$ cat config.mk
export PLATFORM = sky130hd
export DESIGN_NAME = blocking_cache
export DESIGN_NICKNAME = d
export VERILOG_FILES = /design/src/logic/cache_pkg.sv /design/src/logic/beat_counter.sv /design/src/logic/cache_ctrl.sv /design/src/logic/cache_tag_array.sv /design/src/logic/cache_datapath.sv /design/src/logic/blocking_cache.sv
export SDC_FILE = /design/constraint.sdc
export NUM_CORES = 2
export LEC_CHECK = 0
export BUFFER_PORTS_ARGS = -buffer_cell sky130_fd_sc_hd__buf_2
export CORE_MARGIN = 1
export CORE_UTILIZATION = 50
export CTS_CLUSTER_DIAMETER = 40
export DETAILED_ROUTE_END_ITERATION = 7
export PLACE_DENSITY = 0.63
export SYNTH_ARGS = -nofsm -noshare
export SYNTH_HDL_FRONTEND = slang
export SYNTH_SLANG_ARGS = --single-unit
$ cat constraint.sdc
create_clock -name clk -period 11.17 [get_ports clk]
set_clock_uncertainty 0.05 [all_clocks]
set_input_delay 1.6755 -clock clk [delete_from_list [all_inputs] [get_ports clk]]
set_output_delay 1.6755 -clock clk [all_outputs]
set_load 0.005 [all_outputs]
$ cat src/logic/cache_pkg.sv
//----------------------------------------------------------------------
// Cache widths, line geometry and message type codes
//----------------------------------------------------------------------

`default_nettype none

package cache_pkg;

  //--------------------------------------------------------------------
  // Widths and line geometry
  //--------------------------------------------------------------------

  // Data word and byte address widths
  localparam int word_bits = 32;
  localparam int addr_bits = 32;

  // Four words per 16-byte line
  localparam int words_per_line = 4;
  localparam int offset_bits    = 4;

  //--------------------------------------------------------------------
  // Message type codes
  //--------------------------------------------------------------------

  // Processor request kinds
  typedef enum logic [1:0] {
    req_read  = 2'd0,
    req_write = 2'd1,
    req_init  = 2'd2
  } req_type_t;

  // Memory beat kinds, one word per beat
  typedef enum logic {
    mem_read  = 1'b0,
    mem_write = 1'b1
  } mem_type_t;

endpackage

`default_nettype wire

$ cat src/logic/beat_counter.sv
//----------------------------------------------------------------------
// Word position of the current memory beat in a line transfer
//----------------------------------------------------------------------

`default_nettype none

module beat_counter (
  input  wire logic                                        clk,
  input  wire logic                                        reset,
  input  wire logic                                        beat_clear,
  input  wire logic                                        beat_inc,
  output logic [$clog2(cache_pkg::words_per_line)-1:0]     beat,
  output logic                                             last_beat
);

  localparam int beat_bits = $clog2(cache_pkg::words_per_line);

  // Clear wins over increment
  always_ff @(posedge clk) begin
    if (reset) begin
      beat <= '0;
    end else if (beat_clear) begin
      beat <= '0;
    end else if (beat_inc) begin
      beat <= beat + 1'b1;
    end
  end

  // Final word of the line
  assign last_beat = (beat == beat_bits'(cache_pkg::words_per_line - 1));

  //--------------------------------------------------------------------
  // Assertion
  //--------------------------------------------------------------------

  // Stepping past the last word must restart the count
  no_overrun: assert property (@(posedge clk) disable iff (reset)
    beat_inc && last_beat |-> beat_clear)
    else $error("beat counter stepped past the last word");

endmodule

`default_nettype wire

$ cat src/logic/cache_ctrl.sv
//----------------------------------------------------------------------
// Cache control FSM: tag check, data access, eviction and refill
//----------------------------------------------------------------------

`default_nettype none

module cache_ctrl (
  input  wire logic                  clk,
  input  wire logic                  reset,
  input  wire logic                  cachereq_val,
  output logic                       cachereq_rdy,
  output logic                       cacheresp_val,
  input  wire logic                  cacheresp_rdy,
  output logic                       memreq_val,
  input  wire logic                  memreq_rdy,
  output cache_pkg::mem_type_t       memreq_type,
  input  wire logic                  memresp_val,
  output logic                       memresp_rdy,
  input  wire cache_pkg::req_type_t  req_type,
  input  wire logic                  hit,
  input  wire logic                  dirty,
  input  wire logic                  last_beat,
  output logic                       req_en,
  output logic                       tag_wen,
  output logic                       set_valid,
  output logic                       set_dirty,
  output logic                       data_ren,
  output logic                       data_wen,
  output logic                       refill_sel,
  output logic                       evict_sel,
  output logic                       resp_en,
  output logic                       beat_clear,
  output logic                       beat_inc
);

  //--------------------------------------------------------------------
  // State register
  //--------------------------------------------------------------------

  typedef enum logic [3:0] {
    IDLE,
    TAG_CHECK,
    READ_ACCESS,
    WRITE_ACCESS,
    INIT_ACCESS,
    RESPOND,
    EVICT_REQ,
    EVICT_WAIT,
    REFILL_REQ,
    REFILL_WAIT,
    REFILL_DONE
  } state_t;

  state_t state_reg;
  state_t state_next;

  always_ff @(posedge clk) begin
    if (reset) begin
      state_reg <= IDLE;
    end else begin
      state_reg <= state_next;
    end
  end

  //--------------------------------------------------------------------
  // Next state
  //--------------------------------------------------------------------

  always_comb begin
    state_next = state_reg;
    case (state_reg)
      IDLE: begin
        if (cachereq_val) begin
          state_next = TAG_CHECK;
        end
      end
      TAG_CHECK: begin
        // Init installs its word directly, hit or miss
        if (req_type == cache_pkg::req_init) begin
          state_next = INIT_ACCESS;
        end else if (hit) begin
          state_next = (req_type == cache_pkg::req_write) ? WRITE_ACCESS : READ_ACCESS;
        end else if (dirty) begin
          state_next = EVICT_REQ;
        end else begin
          state_next = REFILL_REQ;
        end
      end
      READ_ACCESS, WRITE_ACCESS, INIT_ACCESS: state_next = RESPOND;
      RESPOND: begin
        if (cacheresp_rdy) begin
          state_next = IDLE;
        end
      end
      EVICT_REQ: begin
        if (memreq_rdy) begin
          state_next = EVICT_WAIT;
        end
      end
      EVICT_WAIT: begin
        if (memresp_val) begin
          state_next = last_beat ? REFILL_REQ : EVICT_REQ;
        end
      end
      REFILL_REQ: begin
        if (memreq_rdy) begin
          state_next = REFILL_WAIT;
        end
      end
      REFILL_WAIT: begin
        if (memresp_val) begin
          state_next = last_beat ? REFILL_DONE : REFILL_REQ;
        end
      end
      // Retry now hits
      REFILL_DONE: begin
        state_next = (req_type == cache_pkg::req_write) ? WRITE_ACCESS : READ_ACCESS;
      end
      default: state_next = IDLE;
    endcase
  end

  //--------------------------------------------------------------------
  // Control table
  //--------------------------------------------------------------------

  logic [11:0] cs;
  logic        cs_data_wen;
  logic        mem_wait;

  always_comb begin
    case (state_reg)
      //                 creq cresp mreq mresp req tag  set  set  data data resp evict
      //                 rdy  val   val  rdy   en  wen  vld  drty ren  wen  en   sel
      IDLE:         cs = 12'b1____0____0____0____1___0____0____0____0____0____0____0;
      TAG_CHECK:    cs = 12'b0____0____0____0____0___0____0____0____0____0____0____0;
      READ_ACCESS:  cs = 12'b0____0____0____0____0___0____0____0____1____0____1____0;
      WRITE_ACCESS: cs = 12'b0____0____0____0____0___1____1____1____0____1____1____0;
      INIT_ACCESS:  cs = 12'b0____0____0____0____0___1____1____1____0____1____1____0;
      RESPOND:      cs = 12'b0____1____0____0____0___0____0____0____0____0____0____0;
      EVICT_REQ:    cs = 12'b0____0____1____0____0___0____0____0____0____0____0____1;
      EVICT_WAIT:   cs = 12'b0____0____0____1____0___0____0____0____0____0____0____1;
      REFILL_REQ:   cs = 12'b0____0____1____0____0___0____0____0____0____0____0____0;
      REFILL_WAIT:  cs = 12'b0____0____0____1____0___0____0____0____0____0____0____0;
      REFILL_DONE:  cs = 12'b0____0____0____0____0___1____1____0____0____0____0____0;
      default:      cs = 12'b0;
    endcase
  end

  assign {cachereq_rdy, cacheresp_val, memreq_val, memresp_rdy, req_en, tag_wen,
          set_valid, set_dirty, data_ren, cs_data_wen, resp_en, evict_sel} = cs;

  assign memreq_type = (state_reg == EVICT_REQ) ? cache_pkg::mem_write : cache_pkg::mem_read;

  // Response beat in either wait state
  assign mem_wait = (state_reg == EVICT_WAIT || state_reg == REFILL_WAIT) && memresp_val;

  // Refill words land as their response beats arrive
  assign refill_sel = (state_reg == REFILL_WAIT);
  assign data_wen   = cs_data_wen | (refill_sel & memresp_val);

  assign beat_inc   = mem_wait;
  assign beat_clear = (state_reg == TAG_CHECK) | (mem_wait & last_beat);

  //--------------------------------------------------------------------
  // Assertions
  //--------------------------------------------------------------------

  memreq_held: assert property (@(posedge clk) disable iff (reset)
    memreq_val && !memreq_rdy |=> memreq_val)
    else $error("memreq_val dropped before memreq_rdy");

  // A tag check always separates IDLE from a response
  resp_not_idle: assert property (@(posedge clk) disable iff (reset)
    state_reg == IDLE |=> !cacheresp_val)
    else $error("cacheresp_val high right after IDLE");

endmodule

`default_nettype wire

$ cat src/logic/cache_tag_array.sv
//----------------------------------------------------------------------
// Per-line tag, valid and dirty storage with hit and dirty status
//----------------------------------------------------------------------

`default_nettype none

module cache_tag_array #(
  parameter int num_lines = 16
) (
  input  wire logic                                   clk,
  input  wire logic                                   reset,
  input  wire logic [cache_pkg::addr_bits-1:0]        req_addr,
  input  wire logic                                   tag_wen,
  input  wire logic                                   set_valid,
  input  wire logic                                   set_dirty,
  output logic                                        hit,
  output logic                                        dirty,
  output logic [cache_pkg::addr_bits-cache_pkg::offset_bits-$clog2(num_lines)-1:0] victim_tag
);

  localparam int idx_bits = $clog2(num_lines);
  localparam int tag_bits = cache_pkg::addr_bits - cache_pkg::offset_bits - idx_bits;

  logic [tag_bits-1:0]  tags [num_lines];
  logic [num_lines-1:0] valid_bits;
  logic [num_lines-1:0] dirty_bits;

  logic [idx_bits-1:0]  req_idx;
  logic [tag_bits-1:0]  req_tag;

  // Address split: tag | index | byte offset
  assign req_idx = req_addr[cache_pkg::offset_bits +: idx_bits];
  assign req_tag = req_addr[cache_pkg::addr_bits-1 -: tag_bits];

  //--------------------------------------------------------------------
  // Storage
  //--------------------------------------------------------------------

  always_ff @(posedge clk) begin
    if (reset) begin
      valid_bits <= '0;
      dirty_bits <= '0;
    end else if (tag_wen) begin
      valid_bits[req_idx] <= set_valid;
      dirty_bits[req_idx] <= set_dirty;
    end
  end

  always_ff @(posedge clk) begin
    if (tag_wen) begin
      tags[req_idx] <= req_tag;
    end
  end

  //--------------------------------------------------------------------
  // Status
  //--------------------------------------------------------------------

  assign victim_tag = tags[req_idx];
  assign hit        = valid_bits[req_idx] && (tags[req_idx] == req_tag);

  // Invalid lines never need write-back
  assign dirty = valid_bits[req_idx] && dirty_bits[req_idx];

endmodule

`default_nettype wire

$ cat src/logic/cache_datapath.sv
//----------------------------------------------------------------------
// Request registers, line data, response word and memory beat payload
//----------------------------------------------------------------------

`default_nettype none

module cache_datapath #(
  parameter int num_lines = 16
) (
  input  wire logic                                        clk,
  input  wire cache_pkg::req_type_t                        cachereq_type,
  input  wire logic [cache_pkg::addr_bits-1:0]             cachereq_addr,
  input  wire logic [cache_pkg::word_bits-1:0]             cachereq_data,
  input  wire logic                                        req_en,
  input  wire logic                                        data_ren,
  input  wire logic                                        data_wen,
  input  wire logic                                        refill_sel,
  input  wire logic                                        evict_sel,
  input  wire logic                                        resp_en,
  input  wire logic [$clog2(cache_pkg::words_per_line)-1:0] beat,
  input  wire logic [cache_pkg::addr_bits-cache_pkg::offset_bits-$clog2(num_lines)-1:0] victim_tag,
  input  wire logic [cache_pkg::word_bits-1:0]             memresp_data,
  output cache_pkg::req_type_t                             req_type,
  output logic [cache_pkg::addr_bits-1:0]                  req_addr,
  output logic [cache_pkg::word_bits-1:0]                  cacheresp_data,
  output logic [cache_pkg::addr_bits-1:0]                  memreq_addr,
  output logic [cache_pkg::word_bits-1:0]                  memreq_data
);

  localparam int idx_bits  = $clog2(num_lines);
  localparam int tag_bits  = cache_pkg::addr_bits - cache_pkg::offset_bits - idx_bits;
  localparam int word_sel  = $clog2(cache_pkg::words_per_line);
  localparam int byte_bits = cache_pkg::offset_bits - word_sel;

  logic [cache_pkg::word_bits-1:0] data_array [num_lines][cache_pkg::words_per_line];
  logic [cache_pkg::word_bits-1:0] req_data;
  logic [cache_pkg::word_bits-1:0] wr_data;
  logic [idx_bits-1:0]             req_idx;
  logic [tag_bits-1:0]             req_tag;
  logic [word_sel-1:0]             req_word;
  logic [word_sel-1:0]             wr_word;

  // Request held for the whole transaction
  always_ff @(posedge clk) begin
    if (req_en) begin
      req_type <= cachereq_type;
      req_addr <= cachereq_addr;
      req_data <= cachereq_data;
    end
  end

  assign req_tag  = req_addr[cache_pkg::addr_bits-1 -: tag_bits];
  assign req_idx  = req_addr[cache_pkg::offset_bits +: idx_bits];
  assign req_word = req_addr[byte_bits +: word_sel];

  // Refill writes the beat's word, otherwise the requested word
  assign wr_word = refill_sel ? beat : req_word;
  assign wr_data = refill_sel ? memresp_data : req_data;

  always_ff @(posedge clk) begin
    if (data_wen) begin
      data_array[req_idx][wr_word] <= wr_data;
    end
    // Writes and inits answer with zero
    if (resp_en) begin
      cacheresp_data <= data_ren ? data_array[req_idx][req_word] : '0;
    end
  end

  // Beat address from the victim on eviction, from the request on refill
  assign memreq_addr = {(evict_sel ? victim_tag : req_tag), req_idx, beat, {byte_bits{1'b0}}};
  assign memreq_data = data_array[req_idx][beat];

endmodule

`default_nettype wire

$ cat src/logic/blocking_cache.sv
//----------------------------------------------------------------------
// Blocking direct-mapped write-back cache, top level
//----------------------------------------------------------------------

`default_nettype none

module blocking_cache #(
  parameter int num_lines = 16
) (
  input  wire logic                               clk,
  input  wire logic                               reset,
  // Processor side
  input  wire logic                               cachereq_val,
  output logic                                    cachereq_rdy,
  input  wire cache_pkg::req_type_t               cachereq_type,
  input  wire logic [cache_pkg::addr_bits-1:0]    cachereq_addr,
  input  wire logic [cache_pkg::word_bits-1:0]    cachereq_data,
  output logic                                    cacheresp_val,
  input  wire logic                               cacheresp_rdy,
  output logic [cache_pkg::word_bits-1:0]         cacheresp_data,
  // Memory side
  output logic                                    memreq_val,
  input  wire logic                               memreq_rdy,
  output cache_pkg::mem_type_t                    memreq_type,
  output logic [cache_pkg::addr_bits-1:0]         memreq_addr,
  output logic [cache_pkg::word_bits-1:0]         memreq_data,
  input  wire logic                               memresp_val,
  output logic                                    memresp_rdy,
  input  wire logic [cache_pkg::word_bits-1:0]    memresp_data
);

  localparam int idx_bits  = $clog2(num_lines);
  localparam int tag_bits  = cache_pkg::addr_bits - cache_pkg::offset_bits - idx_bits;
  localparam int beat_bits = $clog2(cache_pkg::words_per_line);

  //--------------------------------------------------------------------
  // Internal nets
  //--------------------------------------------------------------------

  cache_pkg::req_type_t            req_type;
  logic [cache_pkg::addr_bits-1:0] req_addr;
  logic [tag_bits-1:0]             victim_tag;
  logic [beat_bits-1:0]            beat;
  logic hit, dirty, last_beat;
  logic req_en, tag_wen, set_valid, set_dirty;
  logic data_ren, data_wen, refill_sel, evict_sel, resp_en;
  logic beat_clear, beat_inc;

  //--------------------------------------------------------------------
  // Blocks
  //--------------------------------------------------------------------

  cache_ctrl ctrl_inst (
    .clk, .reset,
    .cachereq_val, .cachereq_rdy, .cacheresp_val, .cacheresp_rdy,
    .memreq_val, .memreq_rdy, .memreq_type, .memresp_val, .memresp_rdy,
    .req_type, .hit, .dirty, .last_beat,
    .req_en, .tag_wen, .set_valid, .set_dirty,
    .data_ren, .data_wen, .refill_sel, .evict_sel, .resp_en,
    .beat_clear, .beat_inc
  );

  beat_counter beat_inst (
    .clk, .reset, .beat_clear, .beat_inc, .beat, .last_beat
  );

  cache_tag_array #(.num_lines(num_lines)) tag_inst (
    .clk, .reset, .req_addr, .tag_wen, .set_valid, .set_dirty,
    .hit, .dirty, .victim_tag
  );

  cache_datapath #(.num_lines(num_lines)) dpath_inst (
    .clk, .cachereq_type, .cachereq_addr, .cachereq_data,
    .req_en, .data_ren, .data_wen, .refill_sel, .evict_sel, .resp_en,
    .beat, .victim_tag, .memresp_data,
    .req_type, .req_addr, .cacheresp_data, .memreq_addr, .memreq_data
  );

endmodule

`default_nettype wire

# Word-level counts from Yosys, hierarchy flattened

Memory sizes are Yosys's and may differ from the RTL's. A register that Yosys moved wholly into a read port is not among the register bits.
Index checks and enable logic that the tools add are counted.
W data, S select, Z words.

Input port bits: 104
Flip-flop bits (word level): 136
Memories: 3
Memory bits (writable): 2,432
Bits in read-only memories: 192
Output and inout port bits: 101

Add/sub/neg operators: 1
Muxes and demuxes: 41
Bitwise operators: 7
Equality and inequality tests: 20
Reductions and logical operators: 10
Magnitude comparators: 6

Memory list:

| memory                | depth | width | rd ports | clocked after Yosys merged registers in | wr ports | line                  | source |
|---|---|---|---|---|---|---|---|
| dpath_inst.data_array | 16    | 128   | 1        | 1                                       | 1        | cache_datapath.sv:35  | `logic [cache_pkg::word_bits-1:0] data_array [num_lines][cache_pkg::words_per_line];` |
| tag_inst.tags         | 16    | 24    | 1        | 1                                       | 1        | cache_tag_array.sv:24 | `logic [tag_bits-1:0] tags [num_lines];` |
| (name not given)      | 16    | 12    | 1        | 1                                       | 0        | cache_ctrl.sv:132     | `case (state_reg)` |

Operators by type and width:

| kind                 | count |
|---|---|
| $mux W32             | 6 |
| $bmux W32 S2         | 2 |
| $mux W128            | 1 |
| $demux W32 S2        | 1 |
| $mux W4              | 14 |
| $pmux W4 S9          | 1 |
| $bwmux W16           | 2 |
| $eq A24 B24 Y1       | 1 |
| $mux W24             | 1 |
| $eq A4 B3 Y1 const B | 4 |
| $eq A4 B4 Y1 const B | 3 |
| $ne A2 B2 Y1 const B | 6 |
| $ge A3 B3 Y1 const B | 3 |
| $not A2 Y3           | 3 |
| $bmux W1 S4          | 2 |
| $eq A4 B2 Y1 const B | 2 |
| $mux W1              | 8 |
| $reduce_and A6 Y1    | 1 |
| $logic_and A1 B1 Y1  | 5 |
| $lt A4 B5 Y1 const B | 1 |
| $demux W1 S4         | 1 |
| $eq A2 B2 Y1 const B | 2 |
| $eq A4 B1 Y1 const B | 1 |
| $ge A4 B1 Y1 const B | 1 |
| other kinds (10)     | 13 |

# Logic depth before layout (Yosys ltp)

Depth in word-level cells: 9
Gate-level depth with buffers: 15
Gate-level depth less buffers: 9

# By module

Synthesis repeated with hierarchy kept, for this count alone.

Cells, all modules: 4,809
Area total of the unflattened synthesis: 101,870.2 um^2

By module, submodules not included:

| module          | cells an instance | sequential area each (um^2) | area each (um^2) | times used |
|---|---|---|---|---|
| cache_datapath  | 3,794             | 64,521.9                    | 83,973.0         | 1 |
| cache_tag_array | 916               | 12,171.7                    | 17,017.6         | 1 |
| cache_ctrl      | 92                | 260.2                       | 788.3            | 1 |
| beat_counter    | 7                 | 40.0                        | 91.3             | 1 |

# Worst setup path before layout

OpenSTA, ideal clock, no wires.

Path kind: flip-flop to output port
Start: register (tool-made name)
End: output memreq_data[0] (netlist name)
Setup slack: 6,449 ps
Arrival time: 2,995 ps
Stages on the path, launching flop included: 11
Buffers on the path: 7
Path through: dfxtp_1 -> buf_4 -> buf_6 -> buf_6 -> buf_6 -> buf_2 -> clkbuf_1 -> clkbuf_1 -> mux4_2 -> mux4_2 -> mux4_2

RTL lines:

| item          | line                 | source |
|---|---|---|
| end, declared | blocking_cache.sv:26 | `output logic [cache_pkg::word_bits-1:0] memreq_data,` |

==> impl_metrics.ini <==
[clock_tree]
clockBufferDepth = 4
clk_pin_slew_worst_paths_ns = 0.05
postCtsSetupRepairBufs = 0
clock_latency_ns = 0.95
cts_hold_buffers = 0
cts_tree = yes
htreeDepth = 5
clock-sinks = 2579
clock_tree.root_cell = clkbuf_16
cts_resized = 0
numCtsBuffers = 369

[logic_synthesis]
syn_area_um2 = 100000
synth_top_cells_by_area = edfxtp_1 76%, mux4_2 18%, dfxtp_1 1.0%
synth_top_area_share_pct = 75.9
ys_warn_count = 0
synth_flop_cell = edfxtp_1
yosys.cell_count.top_type = edfxtp_1
ys_ff_latch = 2579
avgSynthCellArea_um2 = 23.5
seq_area_frac_synth_pct = 76.9
netlist_top_cells_count = 2,528 x edfxtp_1, 778 x mux4_2, 153 x nor2_1
syn_inst = 4261
yosysTopAreaCell = edfxtp_1
synthArstFlopShare_pct = 0
synth_cell_types = 64
synth-edff-count = 2528

[sta]
clock.fmax_mhz = 146
layout_min_cycle_time_ns = 6.85
setup_viol = 0
post-route-period-util_pct = 61.4
rsz0062_at_grt = false
fin_tns_setup_ns = 0
finalHoldViolations = 0
final-max-slew-violation-count = 0
slew_headroom_pct = 14.6
holdWs_ns = 0.414
tightest_slew_ns = 1.28

[global_route]
grtUsageMet1_pct = 35.4
track_usage_pct = 25.4
grt_pass1_wl_um = 361000
grtUsageMet3_pct = 4.05
overflow = 0
antenna_found_initial = 6
grt_max_degree = 122
busiest_layer = met2
grt_util_met2_pct = 41.3
grt_pass1_vias = 48500

[worst_setup_path]
worst-path-max-fanout = 72
critPathSlowestCell = dfxtp_4
reg2reg_depth = 11
slowest_delay_ns = 0.79
cp.required_ns = 9.44
crit_top_cell = mux4_2
r2r_setup_slack_ns = 5.85
critPathCaptureType = output pin
path_depth = 8
cp-endpoint = memreq_data[15]
r2r-end = ctrl_inst.cs[6]$_DFF_P_
path_buf_inv = 3
cp.arrival_ns = 5.13
path_class = flop to output pin
critPathTopFamily = buffers and inverters
path_cells = buf_12, buf_4, mux4_2, nor2b_1, a211oi_1, a31oi_1, mux4_2, buf_2
start_kind = flop

[final_layout]
fill_cells = 13900
top_register = dpath_inst.data_array
area_growth_pct = 17.1
fin_util_pct = 59.2
nets = 4842
top_regs = dpath_inst.data_array x2048, tag_inst.tags x384
drive_above_1_share_pct = 37.9
largest_reg_flops = 2048

[route]
drc = 0
ant_nets = 0
drt_iter0_drc = 5686
via_per_inst = 6.24
first_pass_iters = 5
wire_per_inst_um = 33.2
dr_total_vias = 47900
wl_um = 255000

[power_and_ir_drop]
power_mw = 29.8
leakagePower_nw = 37.2
vdd_ir_drop_max_mv = 0.190
powerDensity_nw_per_um2 = 254

[flow_run]
cap_violations = 0

[floorplanning]
coreArea_um2 = 198000
start_util_pct = 50.5
die_h_um = 449
io-pin-count = 205
die_area_um2 = 202000
die_w_um = 449
core.rowCount = 163

[placement]
gp_congestion = 0.787
dp_hpwl_um = 132000
numPortBuffers = 200

[run_status]
status = finished clean

[worst_hold_path]
hp-class = flop to flop
==> where the power goes <==
part	internal [mW]	switching (mW)	total [mW]
registers	11.7	0.289	12.0
logic	2.61	3.75	6.36
clock network	7.05	4.41	11.5
total	21.3	8.45	29.8
==> layout by cell type (no fill, tap or decap), drive strengths merged, types with 5 or more instances in the layout <==
master / synthesis / final
o22ai: 9 / 9
mux2i: 65 / 65
xnor2: 14 / 14
mux4: 778 / 778
diode: 0 / 5
edfxtp: 2528 / 2528
clkinvlp: 0 / 46
a21oi: 13 / 13
and3: 7 / 7
nor3: 7 / 7
nor2: 153 / 153
bufinv: 0 / 35
dfxtp: 51 / 51
a31oi: 23 / 23
nand2: 82 / 82
xor2: 7 / 7
clkbuf: 105 / 403
mux2: 78 / 78
clkinv: 2 / 109
a211oi: 18 / 18
nand2b: 10 / 10
nor2b: 30 / 30
o21ai: 11 / 11
and2: 38 / 38
a22oi: 10 / 10
nand3: 25 / 25
buf: 133 / 342
inv: 11 / 80
==> through the flow <==
step | instance area, um^2 | cells | setup slack [ns]
after global placement | 105000 | 7006 | 5.18
after CTS | 117000 | 7666 | 4.16
after detailed placement | 105000 | 7006 | 5.21
after floorplan | 100000 | 4262 | 6.45
final | 117000 | 7671 | 4.32
after global routing | 117000 | 7666 | 4.03
==> cell families (layout without fill, tap and decap cells) <==
| kind of cell | Yosys count | in the layout | synth area share (%) |
|---|---|---|---|
| DFF | 2579 | 2579 | 76.9 |
| muxes | 921 | 921 | 19.0 |
| xor gates and xnor gates | 21 | 21 | 0.184 |
| adders and majority gates | 1 | 1 | 0.0125 |
| AOI/OAI and AO/OA | 114 | 114 | 0.812 |
| other | 1 | 7 | 0.00375 |
| buffers and inverters | 251 | 1015 | 1.28 |
| and+or+nand+nor | 373 | 373 | 1.75 |
==> cell type report <==
type	instances	area (um^2)	area share, %
diodes	5	12.5	0.0107
clock buffers	403	9510	8.12
clock inverters	257	2710	2.31
inverters	13	56.3	0.0481
multi-input cells	1432	22400	19.1
flip-flops and latches	2579	77000	65.7
well taps	2640	3300	2.82
repair buffers	342	2180	1.86
==> worst min-delay path by stage <==
stage                                                     end  depth (start not counted)                                 from
after global placement    tag_inst.valid_bits[0]$_SDFFE_PP0P_                          2  tag_inst.valid_bits[0]$_SDFFE_PP0P_
final                     tag_inst.valid_bits[0]$_SDFFE_PP0P_                          2  tag_inst.valid_bits[0]$_SDFFE_PP0P_
after floorplan           tag_inst.valid_bits[0]$_SDFFE_PP0P_                          2  tag_inst.valid_bits[0]$_SDFFE_PP0P_
after CTS                 tag_inst.valid_bits[0]$_SDFFE_PP0P_                          2  tag_inst.valid_bits[0]$_SDFFE_PP0P_
after detailed placement  tag_inst.valid_bits[0]$_SDFFE_PP0P_                          2  tag_inst.valid_bits[0]$_SDFFE_PP0P_
after global routing      tag_inst.valid_bits[0]$_SDFFE_PP0P_                          2  tag_inst.valid_bits[0]$_SDFFE_PP0P_
==> worst min-delay path, cell delays in order (launching register included) <==
cell and delay, ns:
dfxtp_1 0.31, inv_1 0.05, a21oi_1 0.06
==> metal layers <==
metal	vias to the layer above	part of all wire, %	wire [um]
li1	19300	-	-
met1	26100	40	101000
met2	2091	50	127000
met3	372	7.3	18600
met4	6	3.1	7820
met5	-	0.016	41
(Power assumes the default switching activity.)
